===== src/source/exe_cfg.svh =====
`ifndef EXE_CFG_SVH
`define EXE_CFG_SVH

// data and pc width
`define EXE_XLEN 32

// destination register address width
`define EXE_RADDR_W 5

// pc increment of one instruction
`define EXE_PC_STEP 4

`endif


===== src/source/exe_pkg.sv =====
`default_nettype none

`include "exe_cfg.svh"

package exe_pkg;

    typedef logic [`EXE_XLEN-1:0] word_t;
    typedef logic [`EXE_RADDR_W-1:0] raddr_t;

    // alu ops first, then branches and jal
    typedef enum logic [3:0] {
        OP_ADD,
        OP_SUB,
        OP_AND,
        OP_OR,
        OP_XOR,
        OP_SLT,
        OP_SLTU,
        OP_SLL,
        OP_SRL,
        OP_BEQ,
        OP_BNE,
        OP_BLT,
        OP_BGE,
        OP_JAL
    } exe_op_e;

    // flush discards wrong-path ops until the target pc shows up
    typedef enum logic {
        CS_RUN,
        CS_FLUSH
    } commit_state_e;

endpackage

`default_nettype wire


===== src/source/exe_op_if.sv =====
`timescale 1ns/1ps
`default_nettype none

`include "exe_cfg.svh"

interface exe_op_if;

    logic               valid;
    logic               ready;
    exe_pkg::word_t     pc;
    exe_pkg::exe_op_e   op;
    exe_pkg::word_t     a;
    exe_pkg::word_t     b;
    exe_pkg::word_t     imm;
    exe_pkg::word_t     pred_pc;
    exe_pkg::raddr_t    rd;

    modport src (
        output valid, pc, op, a, b, imm, pred_pc, rd,
        input  ready
    );

    modport snk (
        input  valid, pc, op, a, b, imm, pred_pc, rd,
        output ready
    );

endinterface

`default_nettype wire


===== src/source/exe_alu_unit.sv =====
`timescale 1ns/1ps
`default_nettype none

`include "exe_cfg.svh"

module exe_alu_unit (
    input  logic            clk,
    input  logic            arst_n_i,
    exe_op_if.snk           op_if,
    output logic            alu_valid_o,
    input  logic            alu_ready_i,
    output exe_pkg::word_t  alu_data_o
);

    logic                           valid_q;
    exe_pkg::word_t                 data_q;
    exe_pkg::word_t                 res;
    logic [$clog2(`EXE_XLEN)-1:0]   shamt;

    assign shamt = op_if.b[$clog2(`EXE_XLEN)-1:0];

    always_comb begin
        res = '0;
        case (op_if.op)
            exe_pkg::OP_ADD:  res = op_if.a + op_if.b;
            exe_pkg::OP_SUB:  res = op_if.a - op_if.b;
            exe_pkg::OP_AND:  res = op_if.a & op_if.b;
            exe_pkg::OP_OR:   res = op_if.a | op_if.b;
            exe_pkg::OP_XOR:  res = op_if.a ^ op_if.b;
            exe_pkg::OP_SLT:  res = exe_pkg::word_t'($signed(op_if.a) < $signed(op_if.b));
            exe_pkg::OP_SLTU: res = exe_pkg::word_t'(op_if.a < op_if.b);
            exe_pkg::OP_SLL:  res = op_if.a << shamt;
            exe_pkg::OP_SRL:  res = op_if.a >> shamt;
            // branches and jal leave the alu result at zero
            default:          res = '0;
        endcase
    end

    // free when empty or when the held result leaves this cycle
    assign op_if.ready = !valid_q || alu_ready_i;

    always_ff @(posedge clk or negedge arst_n_i) begin
        if (!arst_n_i) begin
            valid_q <= 1'b0;
        end else if (op_if.ready) begin
            valid_q <= op_if.valid;
        end
    end

    always_ff @(posedge clk) begin
        if (op_if.valid && op_if.ready) begin
            data_q <= res;
        end
    end

    assign alu_valid_o = valid_q;
    assign alu_data_o  = data_q;

    a_alu_hold: assert property (
        @(posedge clk) disable iff (!arst_n_i)
        alu_valid_o && !alu_ready_i |=> alu_valid_o && $stable(alu_data_o)
    );

endmodule

`default_nettype wire


===== src/source/exe_branch_unit.sv =====
`timescale 1ns/1ps
`default_nettype none

`include "exe_cfg.svh"

module exe_branch_unit (
    input  logic                clk,
    input  logic                arst_n_i,
    exe_op_if.snk               op_if,
    output logic                br_valid_o,
    input  logic                br_ready_i,
    output exe_pkg::word_t      br_pc_o,
    output exe_pkg::raddr_t     br_rd_o,
    output exe_pkg::exe_op_e    br_op_o,
    output exe_pkg::word_t      br_next_pc_o,
    output logic                br_mispredict_o
);

    logic               valid_q;
    logic               taken;
    exe_pkg::word_t     next_pc;
    exe_pkg::word_t     pc_q;
    exe_pkg::raddr_t    rd_q;
    exe_pkg::exe_op_e   op_q;
    exe_pkg::word_t     next_pc_q;
    logic               mispredict_q;

    always_comb begin
        case (op_if.op)
            exe_pkg::OP_BEQ: taken = op_if.a == op_if.b;
            exe_pkg::OP_BNE: taken = op_if.a != op_if.b;
            exe_pkg::OP_BLT: taken = $signed(op_if.a) < $signed(op_if.b);
            exe_pkg::OP_BGE: taken = $signed(op_if.a) >= $signed(op_if.b);
            exe_pkg::OP_JAL: taken = 1'b1;
            default:         taken = 1'b0;
        endcase
    end

    assign next_pc = taken ? op_if.pc + op_if.imm
                           : op_if.pc + exe_pkg::word_t'(`EXE_PC_STEP);

    assign op_if.ready = !valid_q || br_ready_i;

    always_ff @(posedge clk or negedge arst_n_i) begin
        if (!arst_n_i) begin
            valid_q <= 1'b0;
        end else if (op_if.ready) begin
            valid_q <= op_if.valid;
        end
    end

    // pc, rd and op travel with the result for commit
    always_ff @(posedge clk) begin
        if (op_if.valid && op_if.ready) begin
            pc_q         <= op_if.pc;
            rd_q         <= op_if.rd;
            op_q         <= op_if.op;
            next_pc_q    <= next_pc;
            mispredict_q <= next_pc != op_if.pred_pc;
        end
    end

    assign br_valid_o      = valid_q;
    assign br_pc_o         = pc_q;
    assign br_rd_o         = rd_q;
    assign br_op_o         = op_q;
    assign br_next_pc_o    = next_pc_q;
    assign br_mispredict_o = mispredict_q;

    a_br_hold: assert property (
        @(posedge clk) disable iff (!arst_n_i)
        br_valid_o && !br_ready_i |=> br_valid_o && $stable(br_next_pc_o)
    );

endmodule

`default_nettype wire


===== src/source/exe_commit.sv =====
`timescale 1ns/1ps
`default_nettype none

`include "exe_cfg.svh"

module exe_commit (
    input  logic                clk,
    input  logic                arst_n_i,
    input  logic                alu_valid_i,
    output logic                alu_ready_o,
    input  exe_pkg::word_t      alu_data_i,
    input  logic                br_valid_i,
    output logic                br_ready_o,
    input  exe_pkg::word_t      br_pc_i,
    input  exe_pkg::raddr_t     br_rd_i,
    input  exe_pkg::exe_op_e    br_op_i,
    input  exe_pkg::word_t      br_next_pc_i,
    input  logic                br_mispredict_i,
    output logic                out_valid_o,
    input  logic                out_ready_i,
    output exe_pkg::word_t      out_pc_o,
    output exe_pkg::raddr_t     out_rd_o,
    output exe_pkg::word_t      out_data_o,
    output logic                out_wen_o,
    output logic                redirect_valid_o,
    output exe_pkg::word_t      redirect_pc_o
);

    exe_pkg::commit_state_e state_q;
    exe_pkg::word_t         target_q;
    logic                   out_free;
    logic                   take;
    logic                   emit;
    logic                   is_branch;
    exe_pkg::word_t         wb_data;
    logic                   out_valid_q;
    logic                   out_mis_q;
    exe_pkg::word_t         out_next_pc_q;

    // both units leave together, and only when the output slot frees up
    assign out_free    = !out_valid_q || out_ready_i;
    assign take        = alu_valid_i && br_valid_i && out_free;
    assign alu_ready_o = take;
    assign br_ready_o  = take;

    // wrong-path ops are swallowed until the redirect target arrives
    assign emit = take && (state_q == exe_pkg::CS_RUN || br_pc_i == target_q);

    assign is_branch = br_op_i inside {exe_pkg::OP_BEQ, exe_pkg::OP_BNE,
                                       exe_pkg::OP_BLT, exe_pkg::OP_BGE};
    assign wb_data   = (br_op_i == exe_pkg::OP_JAL)
                     ? br_pc_i + exe_pkg::word_t'(`EXE_PC_STEP)
                     : alu_data_i;

    always_ff @(posedge clk or negedge arst_n_i) begin
        if (!arst_n_i) begin
            state_q     <= exe_pkg::CS_RUN;
            out_valid_q <= 1'b0;
        end else begin
            if (out_free) begin
                out_valid_q <= emit;
            end
            if (emit) begin
                state_q <= br_mispredict_i ? exe_pkg::CS_FLUSH : exe_pkg::CS_RUN;
            end
        end
    end

    always_ff @(posedge clk) begin
        if (emit) begin
            out_pc_o      <= br_pc_i;
            out_rd_o      <= br_rd_i;
            out_data_o    <= wb_data;
            out_wen_o     <= !is_branch;
            out_mis_q     <= br_mispredict_i;
            out_next_pc_q <= br_next_pc_i;
        end
        if (emit && br_mispredict_i) begin
            target_q <= br_next_pc_i;
        end
    end

    assign out_valid_o      = out_valid_q;
    assign redirect_valid_o = out_valid_q && out_mis_q;
    assign redirect_pc_o    = out_next_pc_q;

    // a shown redirect means the flush is armed on that same target
    a_redirect_with_out: assert property (
        @(posedge clk) disable iff (!arst_n_i)
        redirect_valid_o |-> out_valid_o && state_q == exe_pkg::CS_FLUSH
                             && target_q == redirect_pc_o
    );

    // the two units are loaded and drained in lockstep
    a_units_lockstep: assert property (
        @(posedge clk) disable iff (!arst_n_i)
        alu_valid_i == br_valid_i
    );

endmodule

`default_nettype wire


===== src/source/exe_core.sv =====
`timescale 1ns/1ps
`default_nettype none

`include "exe_cfg.svh"

module exe_core (
    input  logic                clk,
    input  logic                arst_n_i,
    input  logic                in_valid_i,
    output logic                in_ready_o,
    input  exe_pkg::word_t      in_pc_i,
    input  exe_pkg::exe_op_e    in_op_i,
    input  exe_pkg::word_t      in_a_i,
    input  exe_pkg::word_t      in_b_i,
    input  exe_pkg::word_t      in_imm_i,
    input  exe_pkg::word_t      in_pred_pc_i,
    input  exe_pkg::raddr_t     in_rd_i,
    output logic                out_valid_o,
    input  logic                out_ready_i,
    output exe_pkg::word_t      out_pc_o,
    output exe_pkg::raddr_t     out_rd_o,
    output exe_pkg::word_t      out_data_o,
    output logic                out_wen_o,
    output logic                redirect_valid_o,
    output exe_pkg::word_t      redirect_pc_o
);

    exe_op_if alu_if ();
    exe_op_if br_if ();

    logic               alu_valid;
    logic               alu_ready;
    exe_pkg::word_t     alu_data;
    logic               br_valid;
    logic               br_ready;
    exe_pkg::word_t     br_pc;
    exe_pkg::raddr_t    br_rd;
    exe_pkg::exe_op_e   br_op;
    exe_pkg::word_t     br_next_pc;
    logic               br_mispredict;

    // same op goes to both units
    assign alu_if.valid   = in_valid_i;
    assign alu_if.pc      = in_pc_i;
    assign alu_if.op      = in_op_i;
    assign alu_if.a       = in_a_i;
    assign alu_if.b       = in_b_i;
    assign alu_if.imm     = in_imm_i;
    assign alu_if.pred_pc = in_pred_pc_i;
    assign alu_if.rd      = in_rd_i;

    assign br_if.valid    = in_valid_i;
    assign br_if.pc       = in_pc_i;
    assign br_if.op       = in_op_i;
    assign br_if.a        = in_a_i;
    assign br_if.b        = in_b_i;
    assign br_if.imm      = in_imm_i;
    assign br_if.pred_pc  = in_pred_pc_i;
    assign br_if.rd       = in_rd_i;

    // accept only when both sides can load
    assign in_ready_o = alu_if.ready && br_if.ready;

    exe_alu_unit i_alu (
        .clk         (clk),
        .arst_n_i    (arst_n_i),
        .op_if       (alu_if.snk),
        .alu_valid_o (alu_valid),
        .alu_ready_i (alu_ready),
        .alu_data_o  (alu_data)
    );

    exe_branch_unit i_branch (
        .clk             (clk),
        .arst_n_i        (arst_n_i),
        .op_if           (br_if.snk),
        .br_valid_o      (br_valid),
        .br_ready_i      (br_ready),
        .br_pc_o         (br_pc),
        .br_rd_o         (br_rd),
        .br_op_o         (br_op),
        .br_next_pc_o    (br_next_pc),
        .br_mispredict_o (br_mispredict)
    );

    exe_commit i_commit (
        .clk              (clk),
        .arst_n_i         (arst_n_i),
        .alu_valid_i      (alu_valid),
        .alu_ready_o      (alu_ready),
        .alu_data_i       (alu_data),
        .br_valid_i       (br_valid),
        .br_ready_o       (br_ready),
        .br_pc_i          (br_pc),
        .br_rd_i          (br_rd),
        .br_op_i          (br_op),
        .br_next_pc_i     (br_next_pc),
        .br_mispredict_i  (br_mispredict),
        .out_valid_o      (out_valid_o),
        .out_ready_i      (out_ready_i),
        .out_pc_o         (out_pc_o),
        .out_rd_o         (out_rd_o),
        .out_data_o       (out_data_o),
        .out_wen_o        (out_wen_o),
        .redirect_valid_o (redirect_valid_o),
        .redirect_pc_o    (redirect_pc_o)
    );

endmodule

`default_nettype wire


===== config.mk =====
export PLATFORM = sky130hd
export DESIGN_NAME = exe_core
export DESIGN_NICKNAME = d
export VERILOG_FILES = /design/src/source/exe_pkg.sv /design/src/source/exe_op_if.sv /design/src/source/exe_alu_unit.sv /design/src/source/exe_branch_unit.sv /design/src/source/exe_commit.sv /design/src/source/exe_core.sv
export VERILOG_INCLUDE_DIRS = /design/src /design/src/source
export SDC_FILE = /design/constraint.sdc
export NUM_CORES = 1
export LEC_CHECK = 0
export BUFFER_PORTS_ARGS = -buffer_cell sky130_fd_sc_hd__buf_4
export CORE_AREA = 5 5 148 292
export CTS_BUF_LIST = sky130_fd_sc_hd__clkbuf_8
export CTS_CLUSTER_SIZE = 25
export DETAILED_ROUTE_END_ITERATION = 10
export DIE_AREA = 0 0 153 297
export PLACE_DENSITY = 0.79
export SYNTH_ARGS = -nofsm -noshare
export SYNTH_HDL_FRONTEND = slang
export SYNTH_SLANG_ARGS = --single-unit

===== constraint.sdc =====
create_clock -name clk -period 11.13 [get_ports clk]
set_input_delay 2.226 -clock clk [delete_from_list [all_inputs] [get_ports clk]]
set_output_delay 2.226 -clock clk [all_outputs]
set_load 0.02 [all_outputs]

# [After elaboration in Yosys (flattened, before gate mapping)]
# Index checks and enable logic that the tools add are counted.
[totals] reg_bits=245 input_bits=173
[classes] n_reduce_logical=18 n_shift=2 n_eq_ne=22 muxes=5 order_cmp=3 n_bitwise=4 add_sub_neg=5
[ops] cell="32-bit one-hot mux with 9 select lines" n=1
[ops] cell="32-bit by 3-bit adder with 32-bit output, second input constant" n=2
[ops] cell="32-bit adder" n=2
[ops] cell="32-bit equality test" n=2
[ops] cell="32-bit less-than comparator" n=2
[ops] cell="32-bit two-way mux" n=2
[ops] cell="32-bit != test" n=2
[ops] cell="4-bit equality test, second input constant" n=11
[ops] cell="32-bit AND" n=1
[ops] cell="32-bit >= comparator" n=1
[ops] cell="32-bit bitwise OR" n=1
[ops] cell="32-bit by 5-bit << shifter with 32-bit output" n=1
[ops] cell="32-bit by 5-bit right shift with 32-bit output" n=1
[ops] cell="32-bit subtractor" n=1
[ops] cell="32-bit bitwise XOR" n=1
[ops] cell="4-bit by 3-bit equality test with 1-bit output, second input constant" n=4
[ops] cell="4-bit by 2-bit equality test with 1-bit output, second input constant" n=2
[ops] cell="1-bit logical AND" n=8
[ops] cell="1-bit one-hot mux with 5 select lines" n=1
[ops] cell="4-bit by 1-bit equality test with 1-bit output, second input constant" n=1
[ops] cell="1-bit logical NOT" n=4
[ops] cell="4-bit logical NOT" n=1
[ops] cell="1-bit logical OR" n=4
[ops] cell="4-bit nonzero test" n=1
[ops] cell="other kinds (2)" n=2

# [Logic depth before layout (Yosys ltp)]
[depth] word_depth=5 mapped_depth=19 ltp_nobuf=15

# [Modules after synthesis]
# Synthesis repeated with hierarchy kept, for this count alone.
[unflattened] hier_cells=2288 area_unflattened_um2=20802.5
[by_module_without_submodules] module="exe_alu_unit" area_each_um2=8590.7 instances=1 cells_each=1228 seq_area_each_um2=985.9
[by_module_without_submodules] module="exe_branch_unit" area_each_um2=6777.8 instances=1 cells_each=718 seq_area_each_um2=2247.2
[by_module_without_submodules] module="exe_commit" area_each_um2=5427.7 instances=1 cells_each=341 seq_area_each_um2=4103.9
[by_module_without_submodules] module="exe_core" area_each_um2=6.3 instances=1 cells_each=1 seq_area_each_um2=0.0

# [Worst setup path after synthesis]
# No wires, ideal clock.
[synth_path] path_kind="input to register" startpoint="input port out_ready_i" endpoint="register i_commit.target_q[0], enable pin" n_path_buf=0 arrival_ps=8769 setup_slack_ps=1968 setup_time_ps=393 cell_stages=4 path_cell_list="nand2b_1 > nand3_1 > a21oi_1 > and2_1"
[synth_via] elab_chain_len=4
[synth_rtl] element="start, declared" line_no="exe_core.sv:19" rtl="input logic out_ready_i,"
[synth_rtl] element="1-bit logical OR" line_no="exe_commit.sv:41" rtl="assign out_free = !out_valid_q || out_ready_i;"
[synth_rtl] element="1-bit logical AND" line_no="exe_commit.sv:42" rtl="assign take = alu_valid_i && br_valid_i && out_free;"
[synth_rtl] element="1-bit logical AND" line_no="exe_commit.sv:47" rtl="assign emit = take && (state_q == exe_pkg::CS_RUN || br_pc_i == target_q);"
[synth_rtl] element="named net i_commit.emit" line_no="exe_commit.sv:33" rtl="logic emit;"
[synth_rtl] element="1-bit logical AND" line_no="exe_commit.sv:78" rtl="if (emit && br_mispredict_i) begin"
[synth_rtl] element="end signal, assigned" line_no="exe_commit.sv:79" rtl="target_q <= br_next_pc_i;"
[synth_rtl] element="end, declared" line_no="exe_commit.sv:30" rtl="exe_pkg::word_t target_q;"
# The timed path passes the listed nets, and every way through them passes these cells.
# A chain may end at the register's enable or synchronous reset.

# [Worst setup path in the final report]
[layout_path] startpoint="input port in_b_i[3]" endpoint="register i_branch.mispredict_q, in the netlist i_branch.br_mispredict_o (data pin)"
[layout_via] elab_chain_len=4 elab_cells_between_ends=7 classes_between="order compare: 2; eq/ne: 3; mux: 2"
[layout_rtl] element="start, declared" line_no="exe_core.sv:14" rtl="input exe_pkg::word_t in_b_i,"
[layout_rtl] element="32-bit >= comparator, or another cell as far along" line_no="exe_branch_unit.sv:33" rtl="exe_pkg::OP_BGE: taken = $signed(op_if.a) >= $signed(op_if.b);"
[layout_rtl] element="1-bit one-hot mux with 5 select lines *" line_no="exe_branch_unit.sv:29" rtl="case (op_if.op)"
[layout_rtl] element="32-bit two-way mux *" line_no="exe_branch_unit.sv:39" rtl="assign next_pc = taken ? op_if.pc + op_if.imm"
[layout_rtl] element="named net i_branch.next_pc[11]" line_no="exe_branch_unit.sv:21" rtl="exe_pkg::word_t next_pc;"
[layout_rtl] element="32-bit != test *" line_no="exe_branch_unit.sv:59" rtl="mispredict_q <= next_pc != op_if.pred_pc;"
[layout_rtl] element="end signal, assigned" line_no="exe_branch_unit.sv:59"
[layout_rtl] element="end, declared" line_no="exe_branch_unit.sv:26" rtl="logic mispredict_q;"
# Mark *: on every way through the listed nets, which the timed path passes. The rest lies on a longest branch.

==> impl_metrics.ini <==
[clock_tree]
cts_tree = yes
cts_root_buffer = clkbuf_8
clock-sinks = 245
h-tree-depth = 2
clk_latency_ns = 0.53
cts_setup_buffers = 0
cts_buffers = 37
cts_buffer_depth = 3
ctsResizeCount = 0
hold_buffers = 0
path_clk_slew_ns = 0.06

[timing]
finalSetupViolations = 0
tns_ns = 0
period_needed_ns = 7.93
slew_viol_final = 0
slew_headroom = 0.260
rsz0062_at_grt = no
timing.final.crit_share = 0.713
finalClockSkew_ns = 0.0280
fmax_mhz = 126
worst_slack_ns = 3.20
worst_pin_slew_ns = 1.11
hold_viol = 0

[critical_path]
r2r_slack_ns = 7.73
worstPathRequired_ns = 11.36
r2r-start = i_branch.br_pc_o[0]$_DFFE_PP_
worstSetupPathType = in2reg
end_kind = flip-flop
rr_worst_depth = 7
cp-start-kind = input port
r2r-end = i_commit.redirect_pc_o[12]$_DFFE_PP_
cp_max_fo = 56
cp.arrival_ns = 8.16

[route]
drc_errors = 0
routedWlPerCell_um = 24.7
drt-total-wl_mm = 73.2
final_antenna_net_count = 0
firstDrtPassIters = 6
avgViaCountPerCell = 6.34
first_iter_violations = 2305
vias = 18800

[power]
p_per_area_nw_per_um2 = 137
vdd_drop_max_v = 0.0000870
leakage_nw = 9.25

[synth]
syn_area_sq_um = 20100
synth_area_leader_cell = edfxtp_1
synthFlopType = edfxtp_1
synthArstFlopShare = 0.0163
synth_cell_types = 80
synthTopCellsByCount = edfxtp_1, nor2_1, o21ai_0, nand2_1, a21oi_1
synth.most_common_cell = edfxtp_1
synth.yosys.seq_area_share = 0.365
synth_seq_cells = 245
avgSynthCellArea_sq_um = 9.24
synth_cells = 2177
synthTopCellsByArea = edfxtp_1, ha_1, xnor2_1
ys_warn_count = 0
yosysTopAreaCellShare = 0.360
synth_edf_count = 241
synth_nets = 2483

[place]
numPortBuffers = 277
hpwl_mm = 57.6
gp_congestion = 1.02
place_area_sq_um = 22600
place_ws_ns = 2.94

[run_status]
status = finished clean

[final_layout]
fin_area_sq_um = 23400
drive_gt1_frac = 0.171
fin_util = 0.574
layout.nets = 2706
diodes = 0
area_growth_pct = 16.2

[worst_hold_path]
hold_path.class = reg2reg
holdPathStages = 0
hold_end = i_commit.out_rd_o[0]$_DFFE_PP_
hold_path.startpoint = i_branch.br_rd_o[0]$_DFFE_PP_

[die]
dieArea_sq_um = 45400
num_rows = 105
die_w_um = 153
core_sq_um = 40700
fp.dieH_um = 297
initial_core_util = 0.494
pin_count = 278

[global_routing]
antenna_found_initial = 0
grt_max_degree = 75
grt_use_total = 0.306
globalRouteOverflowTotal = 0
grt_pass1_vias = 17900
grt_pass1_wl_mm = 109

[flow_run]
drv_cap = 0
[power by group]
| part | switching, mW | total [mW] | internal [mW] |
|---|---|---|---|
| combinational | 0.715 | 1.13 | 0.410 |
| clock | 0.342 | 0.750 | 0.408 |
| sequential | 0.0897 | 1.34 | 1.25 |
[cell usage in the layout, fill, tap and decap left out, types with 15 or more instances in the layout]
cell type / synthesis / routed
a211oi_1: 18 / 18
a21o_1: 33 / 33
a21oi_1: 150 / 149
a221oi_1: 23 / 23
a22oi_1: 17 / 17
a31oi_1: 22 / 22
and3_1: 15 / 15
buf_4: 0 / 298
clkbuf_8: 0 / 37
edfxtp_1: 241 / 241
ha_1: 130 / 130
inv_1: 117 / 129
mux2i_1: 69 / 69
mux4_2: 30 / 30
nand2_1: 172 / 172
nand2b_1: 20 / 19
nand3_1: 64 / 64
nand4_1: 29 / 29
nor2_1: 195 / 194
nor2b_1: 21 / 21
nor3_1: 39 / 39
nor4_1: 26 / 26
o211ai_1: 24 / 24
o21ai_0: 185 / 185
o21bai_1: 22 / 22
o221ai_1: 15 / 15
or3_1: 18 / 18
xnor2_1: 107 / 107
xor2_1: 51 / 51
[kinds of logic (layout without fill, tap and decap cells)]
kind of cell | count (synthesis) | in the layout | synth area share
DFF | 245 | 245 | 0.365
buffers and inverters | 236 | 487 | 0.0448
AOI/OAI and AO/OA | 645 | 645 | 0.207
adders and majority gates | 133 | 133 | 0.0838
muxes | 110 | 110 | 0.0746
xor gates and xnor gates | 161 | 161 | 0.0721
and+or+nand+nor | 647 | 647 | 0.153
[registers in the layout, summed over array words and instances, names as in the netlist]
register                  cells
i_alu.alu_data_o             32
i_branch.br_next_pc_o        32
i_branch.br_pc_o             32
i_commit.out_data_o          32
i_commit.out_pc_o            32
i_commit.redirect_pc_o       32
i_commit.target_q            32
i_branch.br_rd_o              5
i_commit.out_rd_o             5
i_branch.br_op_o              4
i_alu.alu_valid_o             1
i_branch.br_mispredict_o      1
i_branch.br_valid_o           1
i_commit.out_mis_q            1
i_commit.out_valid_o          1
i_commit.out_wen_o            1
i_commit.state_q              1
[stage by stage]
stage	instances	hold WS, ns	power, mW
2_1_floorplan	2177	0.400	2.02
3_3_place_gp	2896	0.401	2.45
3_5_place_dp	2896	0.410	2.46
4_1_cts	2963	0.423	3.21
5_1_grt	2963	0.448	3.35
6_report	2963	0.427	3.21
[final cells by class]
type                            instances  area (sq um)
Inverter                              122           458
Multi-Input combinational cell       1696         11900
Clock inverter                         30           239
Sequential cell                       245          7340
Fill cell                            3628         17300
Tap cell                              535           669
Timing Repair Buffer                  298          2240
Clock buffer                           37           509
[routing by layer]
layer  track usage  up-vias  wire length [um]
met4         0.122        0              3520
met5             0        -                 0
met2         0.507     1088             34900
li1              -     8615                 -
met3        0.0429      197              6030
met1         0.406     8894             28800
[worst max-delay path, cell delays in order]
cell       delay (ns)
buf_4            0.46
clkinv_1         0.14
buf_4            0.30
ha_1             0.52
or3b_2           0.19
a31oi_1          0.14
o31ai_1          0.78
a21oi_1          0.23
nor4_2           0.66
or3_1            0.73
mux2i_1          0.21
a2111oi_0        0.65
o211ai_1         0.19
nor4_1           0.48
o2111ai_1        0.19
[worst max-delay path by stage]
stage               depth (start not counted)                            endpoint   startpoint  slack, ns
finish                                     15  i_branch.br_mispredict_o$_DFFE_PP_    in_b_i[3]       3.20
global route                               15  i_branch.br_mispredict_o$_DFFE_PP_    in_b_i[3]       3.14
CTS                                        15  i_branch.br_mispredict_o$_DFFE_PP_    in_b_i[3]       3.44
detailed placement                         15  i_branch.br_mispredict_o$_DFFE_PP_    in_b_i[3]       2.94
global placement                           15  i_branch.br_mispredict_o$_DFFE_PP_    in_b_i[3]       3.09
floorplan                                   4      i_commit.target_q[0]$_DFFE_PP_  out_ready_i       1.97
No activity file was read; power rests on OpenSTA's default activity.
